$ cat src/rtl/ddcpu_pkg.sv
package ddcpu_pkg;

   localparam int NODE_BITS = 6;

   typedef logic [31:0]          value_t;
   typedef logic [NODE_BITS-1:0] node_t;
   typedef logic [31:0]          addr_t;

   // results sent here finish the run
   localparam node_t END_NODE = '1;

   typedef enum logic [2:0] {
      OP_ADD,
      OP_SUB,
      OP_AND,
      OP_OR,
      OP_XOR
   } opcode_e;

   typedef struct packed {
      logic [21:0] unused;
      opcode_e     opcode;
      node_t       dest;
      logic        slot;
   } instr_t;

   typedef struct packed {
      node_t  node;
      logic   slot;
      value_t value;
   } token_t;

   typedef struct packed {
      node_t  node;
      value_t a;
      value_t b;
   } pair_req_t;

   typedef struct packed {
      opcode_e opcode;
      node_t   dest;
      logic    slot;
      value_t  a;
      value_t  b;
   } op_packet_t;

   typedef struct packed {
      value_t a0;
      value_t a1;
      value_t a2;
      value_t a3;
   } start_args_t;

   typedef enum logic {
      PL_IDLE,
      PL_FETCH
   } pl_state_e;

endpackage
$ cat src/rtl/ddcpu_top.sv
`timescale 1ns/10ps

module ddcpu_top
   import ddcpu_pkg::*;
#(
   parameter int WORKER_NUM  = 3,
   parameter int QUEUE_DEPTH = 4
) (
   input  logic        CLK,
   input  logic        RST,
   input  logic        i_start,
   input  start_args_t i_args,
   input  addr_t       i_opaddr,
   input  logic        i_mem_valid,
   input  instr_t      i_mem_data,
   output logic        o_stop,
   output logic        o_done,
   output value_t      o_result,
   output logic        o_mem_req,
   output addr_t       o_mem_addr
);

   localparam int NODE_COUNT = 2 ** NODE_BITS;

   logic       end_pulse;
   logic       st_valid, st_ready;
   pair_req_t  st_req;
   logic       mt_valid, mt_ready;
   pair_req_t  mt_req;
   logic       pl_valid, pl_ready;
   op_packet_t pl_pkt;

   logic [WORKER_NUM-1:0]   wk_valid, wk_ready;
   op_packet_t              wk_pkt;
   logic [WORKER_NUM-1:0]   res_valid, res_ready;
   token_t [WORKER_NUM-1:0] res_token;

   logic   jn_valid, jn_ready;
   token_t jn_token;
   logic   mm_valid, mm_ready;
   token_t mm_token;

   run_control u_run_control (
      .CLK         (CLK),
      .RST         (RST),
      .i_start     (i_start),
      .i_args      (i_args),
      .i_end       (end_pulse),
      .i_req_ready (st_ready),
      .o_stop      (o_stop),
      .o_req_valid (st_valid),
      .o_req       (st_req)
   );

   packet_loader u_packet_loader (
      .CLK           (CLK),
      .RST           (RST),
      .i_opaddr      (i_opaddr),
      .i_start_valid (st_valid),
      .i_start_req   (st_req),
      .i_match_valid (mt_valid),
      .i_match_req   (mt_req),
      .i_mem_valid   (i_mem_valid),
      .i_mem_data    (i_mem_data),
      .i_pkt_ready   (pl_ready),
      .o_start_ready (st_ready),
      .o_match_ready (mt_ready),
      .o_mem_req     (o_mem_req),
      .o_mem_addr    (o_mem_addr),
      .o_pkt_valid   (pl_valid),
      .o_pkt         (pl_pkt)
   );

   packet_queue #(
      .WORKER_NUM  (WORKER_NUM),
      .QUEUE_DEPTH (QUEUE_DEPTH)
   ) u_packet_queue (
      .CLK        (CLK),
      .RST        (RST),
      .i_valid    (pl_valid),
      .i_pkt      (pl_pkt),
      .i_wk_ready (wk_ready),
      .o_ready    (pl_ready),
      .o_wk_valid (wk_valid),
      .o_wk_pkt   (wk_pkt)
   );

   for (genvar g = 0; g < WORKER_NUM; g++) begin : g_worker
      worker u_worker (
         .CLK     (CLK),
         .RST     (RST),
         .i_valid (wk_valid[g]),
         .i_pkt   (wk_pkt),
         .i_ready (res_ready[g]),
         .o_ready (wk_ready[g]),
         .o_valid (res_valid[g]),
         .o_token (res_token[g])
      );
   end

   result_join #(
      .WORKER_NUM (WORKER_NUM)
   ) u_result_join (
      .CLK     (CLK),
      .RST     (RST),
      .i_valid (res_valid),
      .i_token (res_token),
      .i_ready (jn_ready),
      .o_ready (res_ready),
      .o_valid (jn_valid),
      .o_token (jn_token)
   );

   dispatcher u_dispatcher (
      .CLK        (CLK),
      .RST        (RST),
      .i_valid    (jn_valid),
      .i_token    (jn_token),
      .i_mm_ready (mm_ready),
      .o_ready    (jn_ready),
      .o_mm_valid (mm_valid),
      .o_mm_token (mm_token),
      .o_end      (end_pulse),
      .o_done     (o_done),
      .o_result   (o_result)
   );

   matching_memory #(
      .NODE_COUNT (NODE_COUNT)
   ) u_matching_memory (
      .CLK     (CLK),
      .RST     (RST),
      .i_valid (mm_valid),
      .i_token (mm_token),
      .i_ready (mt_ready),
      .o_ready (mm_ready),
      .o_valid (mt_valid),
      .o_req   (mt_req)
   );

endmodule

$ cat src/rtl/matching_memory.sv
`timescale 1ns/10ps

module matching_memory
   import ddcpu_pkg::*;
#(
   parameter int NODE_COUNT = 64
) (
   input  logic      CLK,
   input  logic      RST,
   input  logic      i_valid,
   input  token_t    i_token,
   input  logic      i_ready,
   output logic      o_ready,
   output logic      o_valid,
   output pair_req_t o_req
);

   logic [NODE_COUNT-1:0] present;
   logic [NODE_COUNT-1:0] present_slot;
   value_t                store [NODE_COUNT];
   logic                  acc, hit;

   assign o_ready = !o_valid || i_ready;
   assign acc     = i_valid && o_ready;
   assign hit     = present[i_token.node];

   always_ff @(posedge CLK) begin
      if (RST) begin
         present <= '0;
         o_valid <= 1'b0;
      end else begin
         if (acc) begin
            present[i_token.node] <= !hit;
         end
         if (acc && hit) begin
            o_valid <= 1'b1;
         end else if (i_ready) begin
            o_valid <= 1'b0;
         end
      end
   end

   always_ff @(posedge CLK) begin
      if (acc && !hit) begin
         store[i_token.node]        <= i_token.value;
         present_slot[i_token.node] <= i_token.slot;
      end
      // slot 0 is operand a
      if (acc && hit) begin
         o_req.node <= i_token.node;
         if (i_token.slot) begin
            o_req.a <= store[i_token.node];
            o_req.b <= i_token.value;
         end else begin
            o_req.a <= i_token.value;
            o_req.b <= store[i_token.node];
         end
      end
   end

   // each node gets exactly one token per slot
   a_slot_clash: assert property (@(posedge CLK) disable iff (RST)
      acc && hit |-> present_slot[i_token.node] != i_token.slot);

endmodule

$ cat src/rtl/dispatcher.sv
`timescale 1ns/10ps

module dispatcher
   import ddcpu_pkg::*;
(
   input  logic   CLK,
   input  logic   RST,
   input  logic   i_valid,
   input  token_t i_token,
   input  logic   i_mm_ready,
   output logic   o_ready,
   output logic   o_mm_valid,
   output token_t o_mm_token,
   output logic   o_end,
   output logic   o_done,
   output value_t o_result
);

   logic   hold_v;
   token_t hold_q;
   logic   acc, is_end;

   assign o_ready = !hold_v || i_mm_ready;
   assign acc     = i_valid && o_ready;
   assign is_end  = (i_token.node == END_NODE);

   always_ff @(posedge CLK) begin
      if (RST) begin
         hold_v   <= 1'b0;
         o_end    <= 1'b0;
         o_result <= '0;
      end else begin
         o_end <= acc && is_end;
         if (acc && is_end) begin
            o_result <= i_token.value;
         end
         if (acc && !is_end) begin
            hold_v <= 1'b1;
         end else if (i_mm_ready) begin
            hold_v <= 1'b0;
         end
      end
   end

   always_ff @(posedge CLK) begin
      if (acc && !is_end) begin
         hold_q <= i_token;
      end
   end

   assign o_mm_valid = hold_v;
   assign o_mm_token = hold_q;
   assign o_done     = o_end;

endmodule

$ cat src/rtl/result_join.sv
`timescale 1ns/10ps

module result_join
   import ddcpu_pkg::*;
#(
   parameter int WORKER_NUM = 3
) (
   input  logic                    CLK,
   input  logic                    RST,
   input  logic [WORKER_NUM-1:0]   i_valid,
   input  token_t [WORKER_NUM-1:0] i_token,
   input  logic                    i_ready,
   output logic [WORKER_NUM-1:0]   o_ready,
   output logic                    o_valid,
   output token_t                  o_token
);

   localparam int PW = (WORKER_NUM > 1) ? $clog2(WORKER_NUM) : 1;

   logic [PW-1:0] ptr;
   logic [PW-1:0] sel;
   logic          found;

   // first valid at or after the pointer
   always_comb begin
      int idx;
      found = 1'b0;
      sel   = '0;
      for (int k = 0; k < WORKER_NUM; k++) begin
         idx = (int'(ptr) + k) % WORKER_NUM;
         if (!found && i_valid[idx]) begin
            found = 1'b1;
            sel   = PW'(idx);
         end
      end
   end

   always_comb begin
      for (int i = 0; i < WORKER_NUM; i++) begin
         o_ready[i] = found && i_ready && (sel == PW'(i));
      end
   end

   assign o_valid = found;
   assign o_token = i_token[sel];

   always_ff @(posedge CLK) begin
      if (RST) begin
         ptr <= '0;
      end else if (found && i_ready) begin
         ptr <= (sel == PW'(WORKER_NUM - 1)) ? '0 : sel + 1'b1;
      end
   end

endmodule

$ cat src/rtl/worker.sv
`timescale 1ns/10ps

module worker
   import ddcpu_pkg::*;
(
   input  logic       CLK,
   input  logic       RST,
   input  logic       i_valid,
   input  op_packet_t i_pkt,
   input  logic       i_ready,
   output logic       o_ready,
   output logic       o_valid,
   output token_t     o_token
);

   logic   busy;
   token_t tok_q;
   value_t alu;

   always_comb begin
      case (i_pkt.opcode)
         OP_ADD:  alu = i_pkt.a + i_pkt.b;
         OP_SUB:  alu = i_pkt.a - i_pkt.b;
         OP_AND:  alu = i_pkt.a & i_pkt.b;
         OP_OR:   alu = i_pkt.a | i_pkt.b;
         OP_XOR:  alu = i_pkt.a ^ i_pkt.b;
         default: alu = '0;
      endcase
   end

   always_ff @(posedge CLK) begin
      if (RST) begin
         busy <= 1'b0;
      end else if (i_valid && o_ready) begin
         busy <= 1'b1;
      end else if (i_ready) begin
         busy <= 1'b0;
      end
   end

   always_ff @(posedge CLK) begin
      if (i_valid && o_ready) begin
         tok_q <= '{node: i_pkt.dest, slot: i_pkt.slot, value: alu};
      end
   end

   assign o_ready = !busy;
   assign o_valid = busy;
   assign o_token = tok_q;

endmodule

$ cat src/rtl/packet_queue.sv
`timescale 1ns/10ps

module packet_queue
   import ddcpu_pkg::*;
#(
   parameter int WORKER_NUM  = 3,
   parameter int QUEUE_DEPTH = 4
) (
   input  logic                  CLK,
   input  logic                  RST,
   input  logic                  i_valid,
   input  op_packet_t            i_pkt,
   input  logic [WORKER_NUM-1:0] i_wk_ready,
   output logic                  o_ready,
   output logic [WORKER_NUM-1:0] o_wk_valid,
   output op_packet_t            o_wk_pkt
);

   localparam int PTR_W = (QUEUE_DEPTH > 1) ? $clog2(QUEUE_DEPTH) : 1;
   localparam int CNT_W = $clog2(QUEUE_DEPTH + 1);

   op_packet_t       mem [QUEUE_DEPTH];
   logic [PTR_W-1:0] wr_ptr, rd_ptr;
   logic [CNT_W-1:0] count;
   logic             empty, wr, rd, taken;

   assign empty   = (count == '0);
   assign o_ready = (count != CNT_W'(QUEUE_DEPTH));
   assign wr      = i_valid && o_ready;
   assign rd      = !empty && (|i_wk_ready);

   assign o_wk_pkt = mem[rd_ptr];

   // offer the head to the lowest ready worker
   always_comb begin
      taken = 1'b0;
      for (int i = 0; i < WORKER_NUM; i++) begin
         o_wk_valid[i] = !empty && i_wk_ready[i] && !taken;
         if (i_wk_ready[i]) begin
            taken = 1'b1;
         end
      end
   end

   always_ff @(posedge CLK) begin
      if (RST) begin
         wr_ptr <= '0;
         rd_ptr <= '0;
         count  <= '0;
      end else begin
         if (wr) begin
            wr_ptr <= (wr_ptr == PTR_W'(QUEUE_DEPTH - 1)) ? '0 : wr_ptr + 1'b1;
         end
         if (rd) begin
            rd_ptr <= (rd_ptr == PTR_W'(QUEUE_DEPTH - 1)) ? '0 : rd_ptr + 1'b1;
         end
         case ({wr, rd})
            2'b10:   count <= count + 1'b1;
            2'b01:   count <= count - 1'b1;
            default: count <= count;
         endcase
      end
   end

   always_ff @(posedge CLK) begin
      if (wr) begin
         mem[wr_ptr] <= i_pkt;
      end
   end

   // a packet refused while full is kept for the next try
   a_full_hold: assert property (@(posedge CLK) disable iff (RST)
      i_valid && !o_ready |=> i_valid && $stable(i_pkt));

endmodule

$ cat src/rtl/packet_loader.sv
`timescale 1ns/10ps

module packet_loader
   import ddcpu_pkg::*;
(
   input  logic       CLK,
   input  logic       RST,
   input  addr_t      i_opaddr,
   input  logic       i_start_valid,
   input  pair_req_t  i_start_req,
   input  logic       i_match_valid,
   input  pair_req_t  i_match_req,
   input  logic       i_mem_valid,
   input  instr_t     i_mem_data,
   input  logic       i_pkt_ready,
   output logic       o_start_ready,
   output logic       o_match_ready,
   output logic       o_mem_req,
   output addr_t      o_mem_addr,
   output logic       o_pkt_valid,
   output op_packet_t o_pkt
);

   pl_state_e state;
   pair_req_t req_q;
   pair_req_t sel_req;
   logic      can_take;
   logic      take;

   assign can_take      = (state == PL_IDLE) && !o_pkt_valid;
   assign o_match_ready = can_take;
   // match channel wins
   assign o_start_ready = can_take && !i_match_valid;
   assign sel_req       = i_match_valid ? i_match_req : i_start_req;
   assign take          = (i_match_valid && o_match_ready) ||
                          (i_start_valid && o_start_ready);

   always_ff @(posedge CLK) begin
      if (RST) begin
         state       <= PL_IDLE;
         o_mem_req   <= 1'b0;
         o_pkt_valid <= 1'b0;
      end else begin
         o_mem_req <= 1'b0;
         if (o_pkt_valid && i_pkt_ready) begin
            o_pkt_valid <= 1'b0;
         end
         case (state)
            PL_IDLE: begin
               if (take) begin
                  o_mem_req <= 1'b1;
                  state     <= PL_FETCH;
               end
            end
            PL_FETCH: begin
               if (i_mem_valid) begin
                  o_pkt_valid <= 1'b1;
                  state       <= PL_IDLE;
               end
            end
            default: state <= PL_IDLE;
         endcase
      end
   end

   always_ff @(posedge CLK) begin
      if (state == PL_IDLE && take) begin
         req_q      <= sel_req;
         o_mem_addr <= i_opaddr + addr_t'(sel_req.node);
      end
      if (state == PL_FETCH && i_mem_valid) begin
         o_pkt <= '{opcode: i_mem_data.opcode, dest: i_mem_data.dest,
                    slot: i_mem_data.slot, a: req_q.a, b: req_q.b};
      end
   end

   // memory answers only the fetch in flight
   a_mem_in_fetch: assert property (@(posedge CLK) disable iff (RST)
      i_mem_valid |-> state == PL_FETCH);

endmodule

$ cat src/rtl/run_control.sv
`timescale 1ns/10ps

module run_control
   import ddcpu_pkg::*;
(
   input  logic        CLK,
   input  logic        RST,
   input  logic        i_start,
   input  start_args_t i_args,
   input  logic        i_end,
   input  logic        i_req_ready,
   output logic        o_stop,
   output logic        o_req_valid,
   output pair_req_t   o_req
);

   // start pairs still to send
   logic [1:0]  pend;
   start_args_t args_q;

   always_ff @(posedge CLK) begin
      if (RST) begin
         o_stop <= 1'b1;
         pend   <= 2'd0;
      end else if (i_end) begin
         o_stop <= 1'b1;
      end else if (i_start && o_stop) begin
         o_stop <= 1'b0;
         pend   <= 2'd2;
      end else if (o_req_valid && i_req_ready) begin
         pend <= pend - 2'd1;
      end
   end

   always_ff @(posedge CLK) begin
      if (i_start && o_stop) begin
         args_q <= i_args;
      end
   end

   assign o_req_valid = (pend != 2'd0);

   // node 0 goes first
   always_comb begin
      if (pend == 2'd2) begin
         o_req = '{node: node_t'(0), a: args_q.a0, b: args_q.a1};
      end else begin
         o_req = '{node: node_t'(1), a: args_q.a2, b: args_q.a3};
      end
   end

   // an end token only exists inside a run
   a_end_while_running: assert property (@(posedge CLK) disable iff (RST)
      i_end |-> !o_stop);

endmodule

$ cat config.mk
export PLATFORM = sky130hd
export DESIGN_NAME = ddcpu_top
export DESIGN_NICKNAME = d
export VERILOG_FILES = /design/src/rtl/ddcpu_pkg.sv /design/src/rtl/ddcpu_top.sv /design/src/rtl/matching_memory.sv /design/src/rtl/dispatcher.sv /design/src/rtl/result_join.sv /design/src/rtl/worker.sv /design/src/rtl/packet_queue.sv /design/src/rtl/packet_loader.sv /design/src/rtl/run_control.sv
export SDC_FILE = /design/constraint.sdc
export NUM_CORES = 2
export LEC_CHECK = 0
export BUFFER_PORTS_ARGS = -buffer_cell sky130_fd_sc_hd__buf_2
export CAP_MARGIN = 20
export CELL_PAD_IN_SITES_DETAIL_PLACEMENT = 0
export CELL_PAD_IN_SITES_GLOBAL_PLACEMENT = 1
export CORE_MARGIN = 1.5
export CORE_UTILIZATION = 45
export CTS_CLUSTER_DIAMETER = 200
export DETAILED_ROUTE_END_ITERATION = 16
export PLACE_DENSITY = 0.79
export SYNTH_ARGS = -nofsm -noshare
export SYNTH_HDL_FRONTEND = slang
export SYNTH_SLANG_ARGS = --single-unit
$ cat constraint.sdc
create_clock -name CLK -period 6 [get_ports CLK]
set_input_delay 0.3 -clock CLK [delete_from_list [all_inputs] [get_ports CLK]]
set_output_delay 0.3 -clock CLK [all_outputs]
set_load 0.03 [all_outputs]
==> flow_summary.json <==
{
  "status": "completed",
  "postCtsResizedCells": 0,
  "grt_pass1_wl_microns": 426000,
  "p_per_area_nw_per_um2": 496.6,
  "critPathMaxFanout": 19,
  "dpl.hpwl_microns": 176000,
  "rr_worst_depth": 16,
  "seqCellArea_sq_um": 88660,
  "first_pass_iters": 8,
  "start_util": 0.4520,
  "fin_crit_ns": 5.275,
  "cts_tree": "built",
  "dieHeight_microns": 513.5,
  "period_share": 0.8792,
  "drc": 0,
  "syn_nets": 5962,
  "ys_seq_area_frac": 0.7556,
  "drive_above_1_share": 0.2739,
  "area_growth_pct": 15.61,
  "yosysWarningCount": 0,
  "wl_microns": 299000,
  "r2r_slack_ns": 0.72,
  "leakage_nw": 43.78,
  "peakVddDrop_mv": 0.3498,
  "root_buffer": "clkbuf_16",
  "routabilityCongestion": 0.8708,
  "vias": 59963,
  "ys_types": 83,
  "critPathKind": "register to register",
  "grt_pass1_vias": 59823,
  "ctsLongestPathBuffers": 4,
  "async_reset_ff_frac": 0,
  "arrival_ns": 5.92,
  "rsz0062_at_grt": "false",
  "port_buffers": 240,
  "die_x_microns": 513.5,
  "io_pins": 263,
  "syn_inst": 5651,
  "antenna_found_initial": 34,
  "grt_max_degree": 91,
  "post-place-ws_ns": 0.7115,
  "crit_end": "g_worker[0].u_worker.o_token[27]",
  "cts_made_buffers": 309,
  "overflow": 0,
  "fin_ws_ns": 0.7246,
  "fmax_ghz": 0.1896,
  "avgSynthCellArea_sq_um": 20.76,
  "slew_violations": 0,
  "finalSetupViolCount": 0,
  "post_dp_cell_area_sq_um": 123900,
  "critPathCaptureType": "register",
  "die_area_sq_um": 263700,
  "multi_input_area_sq_um": 27190,
  "tightestPinTransition_ns": 1.155,
  "final_common_cell": "edfxtp_1",
  "required_ns": 6.64,
  "hold_violations": 0,
  "final_cell_mix": "edfxtp_1 (2,868), mux4_2 (742), clkbuf_16 (315), buf_2 (239), nand2_1 (211)",
  "detail_route.wl_per_cell_microns": 30.03,
  "synth-main-ff-cell": "edfxtp_1",
  "r2r_end": "g_worker[0].u_worker.o_token[27]",
  "viasPerCell": 6.023,
  "cap_violations": 0,
  "clock_skew_ns": 0.06850,
  "hp-class": "input port to register",
  "htreeDepth": 5,
  "synth-edff-count": 2868,
  "design_area_sq_um": 135600,
  "core_sq_um": 259500,
  "slew_headroom": 0.2301,
  "cp-start-kind": "register",
  "nFillCells": 19441,
  "fin_nets": 6627,
  "synthesis.area_sq_um": 117300,
  "tns_ns": 0,
  "track_usage": 0.2241,
  "synth_seq_cells": 2993,
  "clk_pin_slew_worst_paths_ns": 0.06,
  "cts_sinks": 2993,
  "drt-initial-drc-count": 7659,
  "row_count": 187,
  "postRouteAntennaNets": 0,
  "clk_latency_ns": 0.95
}
## flip-flops by register name (all words and copies together) (netlist names), 2 cells and up, named ones only
signal	flops
u_matching_memory.o_req	70
u_run_control.pend	2
u_dispatcher.o_result	32
u_packet_loader.o_pkt	74
u_packet_queue.mem	296
g_worker.u_worker.o_valid	3
u_matching_memory.store	2048
u_packet_loader.o_mem_addr	32
u_matching_memory.present	64
u_packet_queue.count	3
g_worker.u_worker.o_token	117
u_run_control.args_q	128
u_packet_loader.req_q	64
u_dispatcher.o_mm_token	39
u_packet_queue.wr_ptr	2
u_packet_queue.rd_ptr	2
u_result_join.ptr	2
## timing repair
action	CTS	global route
hold buffers	195	0
endpoints found under the hold margin	212	0
setup buffers	0	0
## kinds of logic (layout without fill, tap and decap cells)
kind of cell | Yosys count | after routing | synth area share
xor+xnor | 79 | 79 | 0.005899
flops | 2993 | 2993 | 0.7556
buf+inv | 443 | 1338 | 0.01530
compound gates | 545 | 545 | 0.02965
fa+ha+maj | 117 | 117 | 0.01264
mux | 911 | 911 | 0.1580
simple gates | 563 | 563 | 0.02293
other cells | 0 | 8 | 0
## routing by layer
metal	track usage	up-vias	wire (microns)
met2	0.3696	3053	146400
met1	0.3026	31757	116400
met5	0	-	33
li1	-	24654	-
met3	0.04257	493	26830
met4	0.06927	6	9350
## final cells by class
| type | count | area share |
|---|---|---|
| well taps | 3402 | 0.03139 |
| multi-input cells | 2215 | 0.2005 |
| clock buffers | 383 | 0.06016 |
| clock inverters | 158 | 0.01132 |
| repair buffers | 655 | 0.03877 |
| flip-flops and latches | 2993 | 0.6538 |
| diodes | 8 | 0.0001476 |
| inverters | 142 | 0.003967 |
## worst max-delay path: stages, from the launching register on
cell and delay [ns]:
dfxtp_4 0.50, buf_4 0.35, mux4_2 0.63, nor2_1 0.14, buf_4 0.30, nand2_1 0.36, o21ai_0 0.43, inv_1 0.08
ha_1 0.29, nand2b_1 0.08, a21o_1 0.18, a21oi_1 0.35, a41oi_1 0.28, o311a_1 0.48, o21ai_1 0.22, nor4b_1 0.08
nand3b_1 0.22
## worst min-delay path by stage
stage | startpoint | endpoint | slack, ns | depth (start not counted)
floorplan | i_mem_data[0] | u_packet_loader.o_pkt[64] | 0.40 | 0
global placement | u_packet_loader.req_q[58] | u_packet_loader.o_pkt[58] | 0.40 | 0
detailed placement | u_packet_loader.req_q[27] | u_packet_loader.o_pkt[27] | 0.40 | 0
CTS | i_args[89] | u_run_control.args_q[89] | 0.03 | 2
global route | i_args[122] | u_run_control.args_q[122] | 0.07 | 2
finish | i_args[122] | u_run_control.args_q[122] | 0.09 | 2
## synthesized netlist by cell type (69+ instances only)
cell type | n | area share
a21oi_1 | 122 | 0.0052
clkbuf_1 | 189 | 0.0060
mux4_2 | 742 | 0.14
inv_1 | 139 | 0.0044
mux2_2 | 77 | 0.0074
mux2i_1 | 89 | 0.0076
edfxtp_1 | 2868 | 0.73
dfxtp_1 | 125 | 0.021
nand2_1 | 211 | 0.0068
nor2_1 | 138 | 0.0044
ha_1 | 112 | 0.012
o21ai_0 | 173 | 0.0074
or3_1 | 69 | 0.0037
## through the flow
stage / total power [W] / instances / hold slack (ns) / util
3_5_place_dp: 0.04880 / 9211 / 0.4045 / 0.4776
2_1_floorplan: 0.04142 / 5651 / 0.3989 / -
3_3_place_gp: 0.04838 / 9211 / 0.4016 / 0.4776
6_report: 0.06734 / 9956 / 0.09072 / 0.5226
4_1_cts: 0.06747 / 9947 / 0.03160 / 0.5225
5_1_grt: 0.06966 / 9951 / 0.06791 / 0.5226
## where the power goes
group,internal (W),leakage (nW),switching [W]
sequential,0.0270,27.0,0.000949
clock,0.0109,4.73,0.00771
combinational,0.00826,12.1,0.0126
Note: power is estimated with default switching activity, not from simulation.
